[src/source/soc_params.svh]
// ==========================================================================
// Widths, address map, device ids and reset codes of the system bus.
// Slaves sit one after another from word address 0 in the order device
// table, GPIO; every word address past them selects the invalid device.
// ==========================================================================
`ifndef SOC_PARAMS_SVH
`define SOC_PARAMS_SVH

// Bus widths
`define SOC_DATA_W 32
`define SOC_ADDR_W 16
`define SOC_SEL_W 4
`define SOC_OFS_W 4

// Map sizes in words
`define SOC_DEVTBL_MAPSZ 16
`define SOC_GPIO_MAPSZ 4
`define SOC_INVALID_MAPSZ 4096

`define SOC_GPIO_COUNT 8

// Ids reported by the device table
`define SOC_ID_DEVTBL 7
`define SOC_ID_GPIO 6
`define SOC_ID_INVALID 0

// Software reset codes written to the control word
`define SOC_RST_COLD 2'd3
`define SOC_RST_WARM 2'd2
`define SOC_RST_PWROFF 2'd1

// Reload value is all ones, so the hold time is 2**W-1 cycles
`define SOC_RST_CNTR_W 4

`endif

[src/source/soc_pkg.sv]
// ==========================================================================
// Bus request and response types and the decoded request seen by slaves.
// The slave index doubles as the device table entry number.
// ==========================================================================
`default_nettype none

`include "soc_params.svh"

package soc_pkg;

	// Readwrite returns the old value and writes the new one
	typedef enum logic [1:0] {
		OP_NONE  = 2'd0,
		OP_WRITE = 2'd1,
		OP_READ  = 2'd2,
		OP_RDWR  = 2'd3
	} bus_op_e;

	typedef struct packed {
		bus_op_e                 op;
		logic [`SOC_ADDR_W-1:0]  addr;
		logic [`SOC_DATA_W-1:0]  data;
		logic [`SOC_SEL_W-1:0]   sel;
	} bus_req_t;

	typedef struct packed {
		logic                    rdy;
		logic [`SOC_DATA_W-1:0]  data;
	} bus_rsp_t;

	typedef enum logic [1:0] {
		SLV_DEVTBL  = 2'd0,
		SLV_GPIO    = 2'd1,
		SLV_INVALID = 2'd2
	} slave_e;

	// Fields of one device table entry
	typedef enum logic [1:0] {
		FLD_ID      = 2'd0,
		FLD_MAPSZ   = 2'd1,
		FLD_USEINTR = 2'd2,
		FLD_CONTROL = 2'd3
	} dev_field_e;

	typedef struct packed {
		logic [1:0]  entry;
		dev_field_e  field;
	} dev_sel_t;

	// Device table reads entry/field, GPIO reads a register number
	typedef union packed {
		logic [`SOC_OFS_W-1:0]  raw;
		dev_sel_t               fld;
	} dev_offset_u;

	typedef struct packed {
		bus_op_e                 op;
		slave_e                  slave;
		dev_offset_u             offset;
		logic [`SOC_DATA_W-1:0]  data;
		logic [`SOC_SEL_W-1:0]   sel;
	} dec_req_t;

endpackage

`default_nettype wire

[src/source/bus_decode.sv]
// ==========================================================================
// Address decoder, one register stage. A request is taken every cycle
// while out of reset; there is no back-pressure toward the master.
// Addresses at or above the end of the GPIO map go to the invalid device.
// ==========================================================================
`timescale 1ns/1ps
`default_nettype none

`include "soc_params.svh"

module bus_decode (
	input  wire                clk_4x_w,
	input  logic               sys_rst_i,
	input  soc_pkg::bus_req_t  req_i,
	output soc_pkg::dec_req_t  dec_o
);

	// Cumulative map boundaries
	localparam logic [`SOC_ADDR_W-1:0] GPIO_BASE = `SOC_DEVTBL_MAPSZ;
	localparam logic [`SOC_ADDR_W-1:0] INVALID_BASE = `SOC_DEVTBL_MAPSZ + `SOC_GPIO_MAPSZ;

	soc_pkg::slave_e         slave_w;
	logic [`SOC_ADDR_W-1:0]  local_w;

	always_comb begin
		if (req_i.addr < GPIO_BASE) begin
			slave_w = soc_pkg::SLV_DEVTBL;
			local_w = req_i.addr;
		end else if (req_i.addr < INVALID_BASE) begin
			slave_w = soc_pkg::SLV_GPIO;
			local_w = req_i.addr - GPIO_BASE;
		end else begin
			slave_w = soc_pkg::SLV_INVALID;
			local_w = req_i.addr - INVALID_BASE;
		end
	end

	// Decoded request, broadcast to every slave and the response stage
	always_ff @(posedge clk_4x_w) begin
		if (sys_rst_i) begin
			dec_o.op <= soc_pkg::OP_NONE;
		end else begin
			dec_o.op <= req_i.op;
		end
		dec_o.slave      <= slave_w;
		dec_o.offset.raw <= local_w[`SOC_OFS_W-1:0];
		dec_o.data       <= req_i.data;
		dec_o.sel        <= req_i.sel;
	end

	// Slaves and the response stage only handle the three named targets
	a_slave_known: assert property (@(posedge clk_4x_w) disable iff (sys_rst_i)
		dec_o.slave inside {soc_pkg::SLV_DEVTBL, soc_pkg::SLV_GPIO, soc_pkg::SLV_INVALID});

endmodule

`default_nettype wire

[src/source/dev_table.sv]
// ==========================================================================
// Device table slave. Entries are read-only and follow the slave order;
// entry 3 is empty. The control word of entry 3 is write-only and turns a
// nonzero code in data[1:0] into a one-cycle reset request.
// ==========================================================================
`timescale 1ns/1ps
`default_nettype none

`include "soc_params.svh"

module dev_table (
	input  wire                clk_4x_w,
	input  logic               sys_rst_i,
	input  soc_pkg::dec_req_t  dec_i,
	output logic [31:0]        rdata_o,
	output logic [1:0]         rst_code_o,
	output logic               rst_req_o
);

	localparam logic [`SOC_DATA_W-1:0] DEVTBL_MAPSZ = `SOC_DEVTBL_MAPSZ;
	localparam logic [`SOC_DATA_W-1:0] GPIO_MAPSZ = `SOC_GPIO_MAPSZ;
	localparam logic [`SOC_DATA_W-1:0] INVALID_MAPSZ = `SOC_INVALID_MAPSZ;

	logic [`SOC_DATA_W-1:0]  ent_id_w;
	logic [`SOC_DATA_W-1:0]  ent_mapsz_w;
	logic [`SOC_DATA_W-1:0]  ent_useintr_w;
	logic                    ctrl_wr_w;

	// The entry number is the slave index
	always_comb begin
		ent_id_w      = '0;
		ent_mapsz_w   = '0;
		ent_useintr_w = '0;
		case (soc_pkg::slave_e'(dec_i.offset.fld.entry))
			soc_pkg::SLV_DEVTBL: begin
				ent_id_w    = `SOC_ID_DEVTBL;
				ent_mapsz_w = DEVTBL_MAPSZ;
			end
			soc_pkg::SLV_GPIO: begin
				ent_id_w      = `SOC_ID_GPIO;
				ent_mapsz_w   = GPIO_MAPSZ;
				ent_useintr_w = 1;
			end
			soc_pkg::SLV_INVALID: begin
				ent_id_w    = `SOC_ID_INVALID;
				ent_mapsz_w = INVALID_MAPSZ;
			end
			default: ;
		endcase
	end

	always_comb begin
		case (dec_i.offset.fld.field)
			soc_pkg::FLD_ID:      rdata_o = ent_id_w;
			soc_pkg::FLD_MAPSZ:   rdata_o = ent_mapsz_w;
			soc_pkg::FLD_USEINTR: rdata_o = ent_useintr_w;
			default:              rdata_o = '0;
		endcase
	end

	assign ctrl_wr_w = (dec_i.slave == soc_pkg::SLV_DEVTBL) &&
		(dec_i.op == soc_pkg::OP_WRITE || dec_i.op == soc_pkg::OP_RDWR) &&
		(dec_i.offset.fld.entry == 2'd3) &&
		(dec_i.offset.fld.field == soc_pkg::FLD_CONTROL) &&
		dec_i.sel[0] && (dec_i.data[1:0] != 2'd0);

	always_ff @(posedge clk_4x_w) begin
		if (sys_rst_i) begin
			rst_req_o  <= 1'b0;
			rst_code_o <= 2'd0;
		end else begin
			rst_req_o <= ctrl_wr_w;
			if (ctrl_wr_w) begin
				rst_code_o <= dec_i.data[1:0];
			end
		end
	end

	// reset_seq would read a zero code as no request at all
	a_code_valid: assert property (@(posedge clk_4x_w) rst_req_o |-> rst_code_o != 2'd0);

endmodule

`default_nettype wire

[src/source/gpio_regs.sv]
// ==========================================================================
// GPIO slave. Offset 0 is the output register, written through byte 0 of
// sel only. Offset 1 reads the input pins after a two-flop synchroniser.
// ==========================================================================
`timescale 1ns/1ps
`default_nettype none

`include "soc_params.svh"

module gpio_regs (
	input  wire                clk_4x_w,
	input  logic               sys_rst_i,
	input  soc_pkg::dec_req_t  dec_i,
	input  logic [7:0]         gp_i,
	output logic [31:0]        rdata_o,
	output logic [7:0]         gp_o
);

	logic [`SOC_GPIO_COUNT-1:0]  out_q;
	logic [`SOC_GPIO_COUNT-1:0]  in_meta_q;
	logic [`SOC_GPIO_COUNT-1:0]  in_sync_q;
	logic                        out_wr_w;

	assign out_wr_w = (dec_i.slave == soc_pkg::SLV_GPIO) &&
		(dec_i.op == soc_pkg::OP_WRITE || dec_i.op == soc_pkg::OP_RDWR) &&
		(dec_i.offset.raw == 4'd0) && dec_i.sel[0];

	always_ff @(posedge clk_4x_w) begin
		if (sys_rst_i) begin
			out_q <= '0;
		end else if (out_wr_w) begin
			out_q <= dec_i.data[`SOC_GPIO_COUNT-1:0];
		end
	end

	// Pins are asynchronous to the bus clock
	always_ff @(posedge clk_4x_w) begin
		in_meta_q <= gp_i;
		in_sync_q <= in_meta_q;
	end

	always_comb begin
		case (dec_i.offset.raw)
			4'd0:    rdata_o = {{(`SOC_DATA_W-`SOC_GPIO_COUNT){1'b0}}, out_q};
			4'd1:    rdata_o = {{(`SOC_DATA_W-`SOC_GPIO_COUNT){1'b0}}, in_sync_q};
			default: rdata_o = '0;
		endcase
	end

	assign gp_o = out_q;

endmodule

`default_nettype wire

[src/source/reset_seq.sv]
// ==========================================================================
// System reset sequencer. Warm and cold codes reload the counter, which
// holds the system in reset for 15 cycles. Power-off holds it until a
// board reset on rst_p; a cold code cannot reach it through the bus then.
// ==========================================================================
`timescale 1ns/1ps
`default_nettype none

`include "soc_params.svh"

module reset_seq (
	input  wire         clk_4x_w,
	input  wire         rst_p,
	input  logic        rst_req_i,
	input  logic [1:0]  rst_code_i,
	output logic        sys_rst_o,
	output logic        pwr_off_o
);

	logic [`SOC_RST_CNTR_W-1:0]  cntr_q;
	logic                        pwr_off_q;
	logic                        cold_w;
	logic                        warm_w;
	logic                        pwroff_w;

	assign cold_w   = rst_req_i && (rst_code_i == `SOC_RST_COLD);
	assign warm_w   = rst_req_i && (rst_code_i == `SOC_RST_WARM);
	assign pwroff_w = rst_req_i && (rst_code_i == `SOC_RST_PWROFF);

	always_ff @(posedge clk_4x_w) begin
		if (rst_p || cold_w || warm_w) begin
			cntr_q <= '1;
		end else if (cntr_q != '0) begin
			cntr_q <= cntr_q - 1'b1;
		end
	end

	always_ff @(posedge clk_4x_w) begin
		if (rst_p || cold_w) begin
			pwr_off_q <= 1'b0;
		end else if (pwroff_w) begin
			pwr_off_q <= 1'b1;
		end
	end

	assign sys_rst_o = rst_p || (cntr_q != '0) || pwr_off_q;
	assign pwr_off_o = pwr_off_q;

	// A power-off request takes effect on the very next cycle
	a_pwroff_holds: assert property (@(posedge clk_4x_w)
		(pwroff_w && !rst_p) |=> (pwr_off_o && sys_rst_o));

endmodule

`default_nettype wire

[src/source/resp_mux.sv]
// ==========================================================================
// Response stage. Registers the read data of the addressed slave with
// rdy for one cycle per request; the invalid device always reads zero.
// Writes also return the slave's data as it was before the write.
// ==========================================================================
`timescale 1ns/1ps
`default_nettype none

`include "soc_params.svh"

module resp_mux (
	input  wire                clk_4x_w,
	input  logic               sys_rst_i,
	input  soc_pkg::dec_req_t  dec_i,
	input  logic [31:0]        devtbl_rdata_i,
	input  logic [31:0]        gpio_rdata_i,
	output soc_pkg::bus_rsp_t  rsp_o
);

	logic                    rdy_q;
	logic [`SOC_DATA_W-1:0]  data_q;
	logic [`SOC_DATA_W-1:0]  sel_data_w;

	// Default slave answers with zero
	always_comb begin
		case (dec_i.slave)
			soc_pkg::SLV_DEVTBL: sel_data_w = devtbl_rdata_i;
			soc_pkg::SLV_GPIO:   sel_data_w = gpio_rdata_i;
			default:             sel_data_w = '0;
		endcase
	end

	always_ff @(posedge clk_4x_w) begin
		if (sys_rst_i) begin
			rdy_q <= 1'b0;
		end else begin
			rdy_q <= (dec_i.op != soc_pkg::OP_NONE);
		end
	end

	always_ff @(posedge clk_4x_w) begin
		data_q <= sel_data_w;
	end

	assign rsp_o = '{rdy: rdy_q, data: data_q};

	// Requests still in flight when reset rises are dropped
	a_no_rdy_in_rst: assert property (@(posedge clk_4x_w) sys_rst_i |=> !rsp_o.rdy);

endmodule

`default_nettype wire

[src/source/soc_top.sv]
// ==========================================================================
// System bus top. Two register stages give a fixed two-cycle latency from
// request to rdy, with no back-pressure. The master must take every
// response. sys_rst_o also holds the bus itself in reset.
// ==========================================================================
`timescale 1ns/1ps
`default_nettype none

`include "soc_params.svh"

module soc_top (
	input  wire                          clk_4x_w,
	input  wire                          rst_p,
	input  soc_pkg::bus_req_t            req_i,
	output soc_pkg::bus_rsp_t            rsp_o,
	input  logic [`SOC_GPIO_COUNT-1:0]   gp_i,
	output logic [`SOC_GPIO_COUNT-1:0]   gp_o,
	output logic                         sys_rst_o,
	output logic                         pwr_off_o
);

	soc_pkg::dec_req_t       dec_w;
	logic [`SOC_DATA_W-1:0]  devtbl_rdata_w;
	logic [`SOC_DATA_W-1:0]  gpio_rdata_w;
	logic [1:0]              rst_code_w;
	logic                    rst_req_w;

	bus_decode u_decode (
		.clk_4x_w  (clk_4x_w),
		.sys_rst_i (sys_rst_o),
		.req_i     (req_i),
		.dec_o     (dec_w)
	);

	dev_table u_devtbl (
		.clk_4x_w   (clk_4x_w),
		.sys_rst_i  (sys_rst_o),
		.dec_i      (dec_w),
		.rdata_o    (devtbl_rdata_w),
		.rst_code_o (rst_code_w),
		.rst_req_o  (rst_req_w)
	);

	gpio_regs u_gpio (
		.clk_4x_w  (clk_4x_w),
		.sys_rst_i (sys_rst_o),
		.dec_i     (dec_w),
		.gp_i      (gp_i),
		.rdata_o   (gpio_rdata_w),
		.gp_o      (gp_o)
	);

	reset_seq u_rst (
		.clk_4x_w   (clk_4x_w),
		.rst_p      (rst_p),
		.rst_req_i  (rst_req_w),
		.rst_code_i (rst_code_w),
		.sys_rst_o  (sys_rst_o),
		.pwr_off_o  (pwr_off_o)
	);

	resp_mux u_resp (
		.clk_4x_w       (clk_4x_w),
		.sys_rst_i      (sys_rst_o),
		.dec_i          (dec_w),
		.devtbl_rdata_i (devtbl_rdata_w),
		.gpio_rdata_i   (gpio_rdata_w),
		.rsp_o          (rsp_o)
	);

endmodule

`default_nettype wire

[config.mk]
export PLATFORM = sky130hd
export DESIGN_NAME = soc_top
export DESIGN_NICKNAME = d
export VERILOG_FILES = /design/src/source/soc_pkg.sv /design/src/source/bus_decode.sv /design/src/source/dev_table.sv /design/src/source/gpio_regs.sv /design/src/source/reset_seq.sv /design/src/source/resp_mux.sv /design/src/source/soc_top.sv
export VERILOG_INCLUDE_DIRS = /design/src /design/src/source
export SDC_FILE = /design/constraint.sdc
export NUM_CORES = 1
export LEC_CHECK = 0
export ABC_AREA = 0
export ABC_CLOCK_PERIOD_IN_PS = 4400
export BUFFER_PORTS_ARGS = -buffer_cell sky130_fd_sc_hd__clkbuf_2
export CAP_MARGIN = 20
export CORE_MARGIN = 2
export CORE_UTILIZATION = 57
export DETAILED_ROUTE_END_ITERATION = 12
export GPL_TIMING_DRIVEN = 0
export PLACE_DENSITY = 0.89
export SLEW_MARGIN = 5
export SYNTH_ARGS = -nofsm -noshare
export SYNTH_HDL_FRONTEND = slang
export SYNTH_HIERARCHICAL = 1
export SYNTH_SLANG_ARGS = --single-unit
[constraint.sdc]
create_clock -name clk_4x_w -period 4.4 [get_ports clk_4x_w]
set_clock_uncertainty 0.05 [all_clocks]
set_input_delay 0.66 -clock clk_4x_w [delete_from_list [all_inputs] [get_ports clk_4x_w]]
set_output_delay 0.66 -clock clk_4x_w [all_outputs]
set_load 0.005 [all_outputs]
Word-level counts from Yosys, hierarchy flattened
Index checks and enable logic that the tools add are counted.
{ "classes": {"n_addsub": 3, "order_cmp": 2, "n_eq_ne": 13, "mux": 9, "reduce_logical": 23} }
{ "ops": {"columns": ["op", "count"], "rows": [
  ["$pmux 13 s3", 2],
  ["$lt 16x5->1 const B", 2],
  ["$pmux 13 s2", 1],
  ["$pmux 8 s2", 1],
  ["$eq 2x2->1 const B", 7],
  ["$logic_and 1x1->1", 11],
  ["$eq 2x1->1 const B", 5],
  ["$mux 4", 2],
  ["$sub 4x1->4 const B", 2],
  ["$logic_not 2->1", 3],
  ["$pmux 3 s2", 1],
  ["$logic_or 1x1->1", 5],
  ["$eq 4x1->1 const B", 1],
  ["$logic_not 4->1", 1],
  ["$reduce_bool 2->1", 2],
  ["$reduce_bool 4->1", 1],
  ["$sub 4x3->4 const B", 1],
  ["$mux 2", 1],
  ["$mux 1", 1]
]} }
{ "word_totals": {"reg_bits": 63, "inputBits": 64, "output_inout_bits": 43, "wordCells": 64} }

Logic depth before layout (Yosys ltp)
{ "depth": {"ltp_word": 7, "depth_mapped": 7, "ltp_nobuf": 6} }

Modules after synthesis
Netlist, hierarchy kept.
{ "by_module_without_submodules": {"columns": ["mod", "n_inst", "cells_each", "area_per_inst_um2", "seq_area_each_um2"], "rows": [
  ["resp_mux", 1, 107, 1198.6, 660.6],
  ["gpio_regs", 1, 96, 1016.0, 480.5],
  ["bus_decode", 1, 57, 984.7, 880.8],
  ["dev_table", 1, 49, 416.6, 60.1],
  ["reset_seq", 1, 27, 246.5, 100.1]
]} }

Worst setup path before layout
No wires, ideal clock.
{ "synth_timing": {"path_kind": "register to output", "startpoint": "reg u_rst.cntr_q[0]", "endpoint": "out sys_rst_o", "arrival_time_ns": 1.383, "t_required_ns": 3.690, "path_slack_ns": 2.307, "path_stages_with_launch": 5, "path_buffers": 0, "path_cell_list": "dfxtp_1 inv_1 ha_1 or3b_4 or3_1"} }
{ "synth_between": {"elab_chain_cells": 3} }
{ "synth_rtl": {"columns": ["element", "line", "text"], "rows": [
  ["start, declared", "reset_seq.sv:20", "logic [`SOC_RST_CNTR_W-1:0] cntr_q;"],
  ["start signal, assigned", "reset_seq.sv:34", "cntr_q <= cntr_q - 1'b1;"],
  ["$reduce_bool 4->1", "reset_seq.sv:46", "assign sys_rst_o = rst_p || (cntr_q != '0) || pwr_off_q;"],
  ["$logic_or 1x1->1 (2 in a row)", "reset_seq.sv:46", null],
  ["end, declared", "soc_top.sv:18", "output logic sys_rst_o,"]
]} }
Every way passes these cells.

Final worst setup path
Ends and elaborated chain as after synthesis.

==> impl_metrics.sql <==
INSERT INTO impl_metrics (metric_group, metric, value, unit) VALUES
('placed_design', 'port_buf_inserts', '79', ''),
('timing', 'period_needed', '2830', 'ps'),
('detailed_routing', 'antenna_violating_nets_post_route', '0', ''),
('detailed_routing', 'wl', '5.52', 'mm'),
('min_path', 'worst_hold_path_type', 'reg -> reg', ''),
('clocking', 'clock_insertion_delay_worst_skew', '350', 'ps'),
('timing', 'slew_headroom', '52.6', '%'),
('detailed_routing', 'vias_per_cell', '4.28', ''),
('power_and_ir_drop', 'power_per_cell_area', '331', 'nW/um^2'),
('global_route', 'grt_pass1_vias', '2115', ''),
('clocking', 'post_cts_setup_inserts', '0', ''),
('placed_design', 'place_hpwl', '4.23', 'mm'),
('detailed_routing', 'drtPass1Iterations', '4', ''),
('clocking', 'tritoncts', 'yes', ''),
('global_route', 'antenna_found_initial', '0', ''),
('global_route', 'track_usage', '18.9', '%'),
('detailed_routing', 'via_count', '2246', ''),
('power_and_ir_drop', 'leakagePower', '1.97', 'nW'),
('setup_path', 'setup.worst_path.end_class', 'output pin', ''),
('floorplanning', 'boundaryPins', '107', ''),
('timing', 'layout_worst_path_cycle_share', '64.3', '%'),
('floorplanning', 'core_area', '5570', 'sq um'),
('floorplanning', 'floorplan.die.height', '80.3', 'microns'),
('clocking', 'postCtsHoldBufs', '0', ''),
('setup_path', 'cp_max_fo', '16', ''),
('floorplanning', 'initial_core_util', '59.6', '%'),
('clocking', 'tritoncts.num_buffers', '9', ''),
('timing', 'timing_max_transition_violations_final', '0', ''),
('run', 'maxCapViolCount', '0', ''),
('clocking', 'h_tree_lvl_count', '3', ''),
('setup_path', 'worstSetupStartpointType', 'flop', ''),
('floorplanning', 'floorplan.rows', '27', ''),
('placed_design', 'routabilityCongestion', '0.719', ''),
('clocking', 'cts_buffer_depth', '2', ''),
('global_route', 'gr-total-overflow', '0', ''),
('placed_design', 'placed_cell_area', '3990', 'sq um'),
('timing', 'tns', '0', 'ps'),
('timing', 'finalSetupViolations', '0', ''),
('detailed_routing', 'drcViolationCount', '0', ''),
('floorplanning', 'die_area', '6450', 'sq um'),
('power_and_ir_drop', 'peakVddDrop', '0.264', 'mV'),
('timing', 'worst-slew-pin-transition', '706', 'ps'),
('global_route', 'grt_max_degree', '19', ''),
('final_layout', 'area_of_all_placed_cells_without_fillers', '4190', 'sq um'),
('detailed_routing', 'dr.first_iter.drc_count', '43', ''),
('final_layout', 'antenna_cell_count', '0', ''),
('final_layout', 'number_of_fill_cells_in_the_layout', '403', ''),
('detailed_routing', 'route.detailed.wl_per_inst', '10.5', 'microns'),
('setup_path', 'criticalPathCategory', 'reg -> out', ''),
('final_layout', 'num-nets-final', '515', ''),
('final_layout', 'fraction_of_final_layout_cells_with_drive_strength_greater_than_1', '36.0', '%'),
('timing', 'achievable-frequency', '0.354', 'GHz'),
('final_layout', 'ff_latch_area', '1640', 'sq um'),
('floorplanning', 'chipWidth', '80.3', 'microns'),
('run_status', 'outcome', 'completed', ''),
('clocking', 'worst_setup_hold_path_clk_slew', '100', 'ps'),
('synthesis', 'yosys_warnings', '6', ''),
('setup_path', 'worst_ep_required_time', '3690', 'ps'),
('global_route', 'grt_first_pass_wirelength', '9.17', 'mm'),
('setup_path', 'timing.critical_path.arrival', '2120', 'ps'),
('final_layout', 'syn_to_final_growth', '26.2', '%'),
('timing', 'rsz0062_at_grt', 'false', ''),
('clocking', 'cts_root_buffer', 'clkbuf_8', ''),
('final_layout', 'multi_input_area', '1350', 'sq um'),
('clocking', 'postCtsResizedCells', '0', ''),
('synthesis', 'syn_avg_cell_area', '10.8', 'sq um'),
('synthesis', 'syn-cell-area', '3320', 'sq um'),
('clocking', 'cts.sink_count', '82', ''),
('synthesis', 'netlist_instances', '309', ''),
('timing', 'finalHoldViolCount', '0', '');
## layout by cell type (no fill, tap or decap), drive strengths merged
cell type / count
dfxtp: 82
or3b: 1
or3: 2
ha: 3
nand3: 1
clkinv: 2
inv: 10
a21oi: 2
nor4: 4
nand2: 3
conb: 51
nand3b: 1
a311oi: 1
and2: 1
nor3b: 1
and3b: 1
mux2i: 52
o2111ai: 1
o21ai: 1
nor3: 6
nand2b: 22
buf: 57
or2b: 1
clkbuf: 93
nor2b: 3
xor2: 1
nor2: 46
xnor2: 2
nand4b: 2
## state kept, by name, summed over array words and instances, names as in the netlist
signal	cells
u_gpio/in_meta_q	8
u_gpio/in_sync_q	8
u_rst/cntr_q	4
u_gpio/gp_o	8
u_devtbl/rst_code_o	2
u_devtbl/rst_req_o	1
u_resp/rdy_q	1
u_rst/pwr_off_o	1
u_decode/dec_o	17
u_resp/data_q	32
## final cells by class
type,count,area share [%]
Buffer,62,11.7
Clock buffer,9,2.96
Clock inverter,7,1.82
Inverter,5,0.448
Multi-Input combinational cell,209,32.3
Sequential cell,82,39.2
Tap cell,72,2.15
Timing Repair Buffer,79,9.43
## layer usage
layer / vias up / share of wire [%] / global-route usage (%) / routed length, microns
met5: - / 0 / 0 / 0
met4: 0 / 1.3 / 10.2 / 70
met3: 5 / 5.3 / 4.61 / 291
met2: 66 / 50 / 32.0 / 2740
met1: 991 / 44 / 22.0 / 2420
li1: 1184 / - / - / -
## report_power, final
group	switching, mW	leakage [nW]	internal [mW]
clock	0.302	0.103	0.226
combinational	0.0344	1.19	0.0573
sequential	0.0103	0.672	0.759
total	0.347	1.97	1.04
## worst max-delay path, cell delays in order (launching register included)
cell and delay, ps:
dfxtp_1 340, inv_1 90, ha_1 170, or3b_4 410, or3_1 550, clkbuf_2 200
## worst paths after layout
path | slack [ps] | to | cells past startpoint | startpoint
worst min register to register | 290 | u_gpio/in_sync_q[7] | 0 | u_gpio/in_meta_q[7]
worst max-delay path | 1570 | sys_rst_o | 5 | u_rst/cntr_q[0]
worst min-delay path | 290 | u_gpio/in_sync_q[7] | 0 | u_gpio/in_meta_q[7]
worst max register to register | 2090 | u_gpio/gp_o[6] | 7 | u_rst/cntr_q[0]
## per-stage QoR
stage                     power, mW  hold WS [ps]  std cells  worst slack (ps)  util [%]
final                          1.39           286        525              1570      75.2
after CTS                      1.40           287        525              1530      75.2
after global routing           1.45           298        525              1430      75.2
after detailed placement      0.874           264        509              1940      71.6
after floorplan               0.851           260        358              2310         -
after global placement        0.872           262        509              1980      71.6
Note: power is estimated with default switching activity, not from simulation.
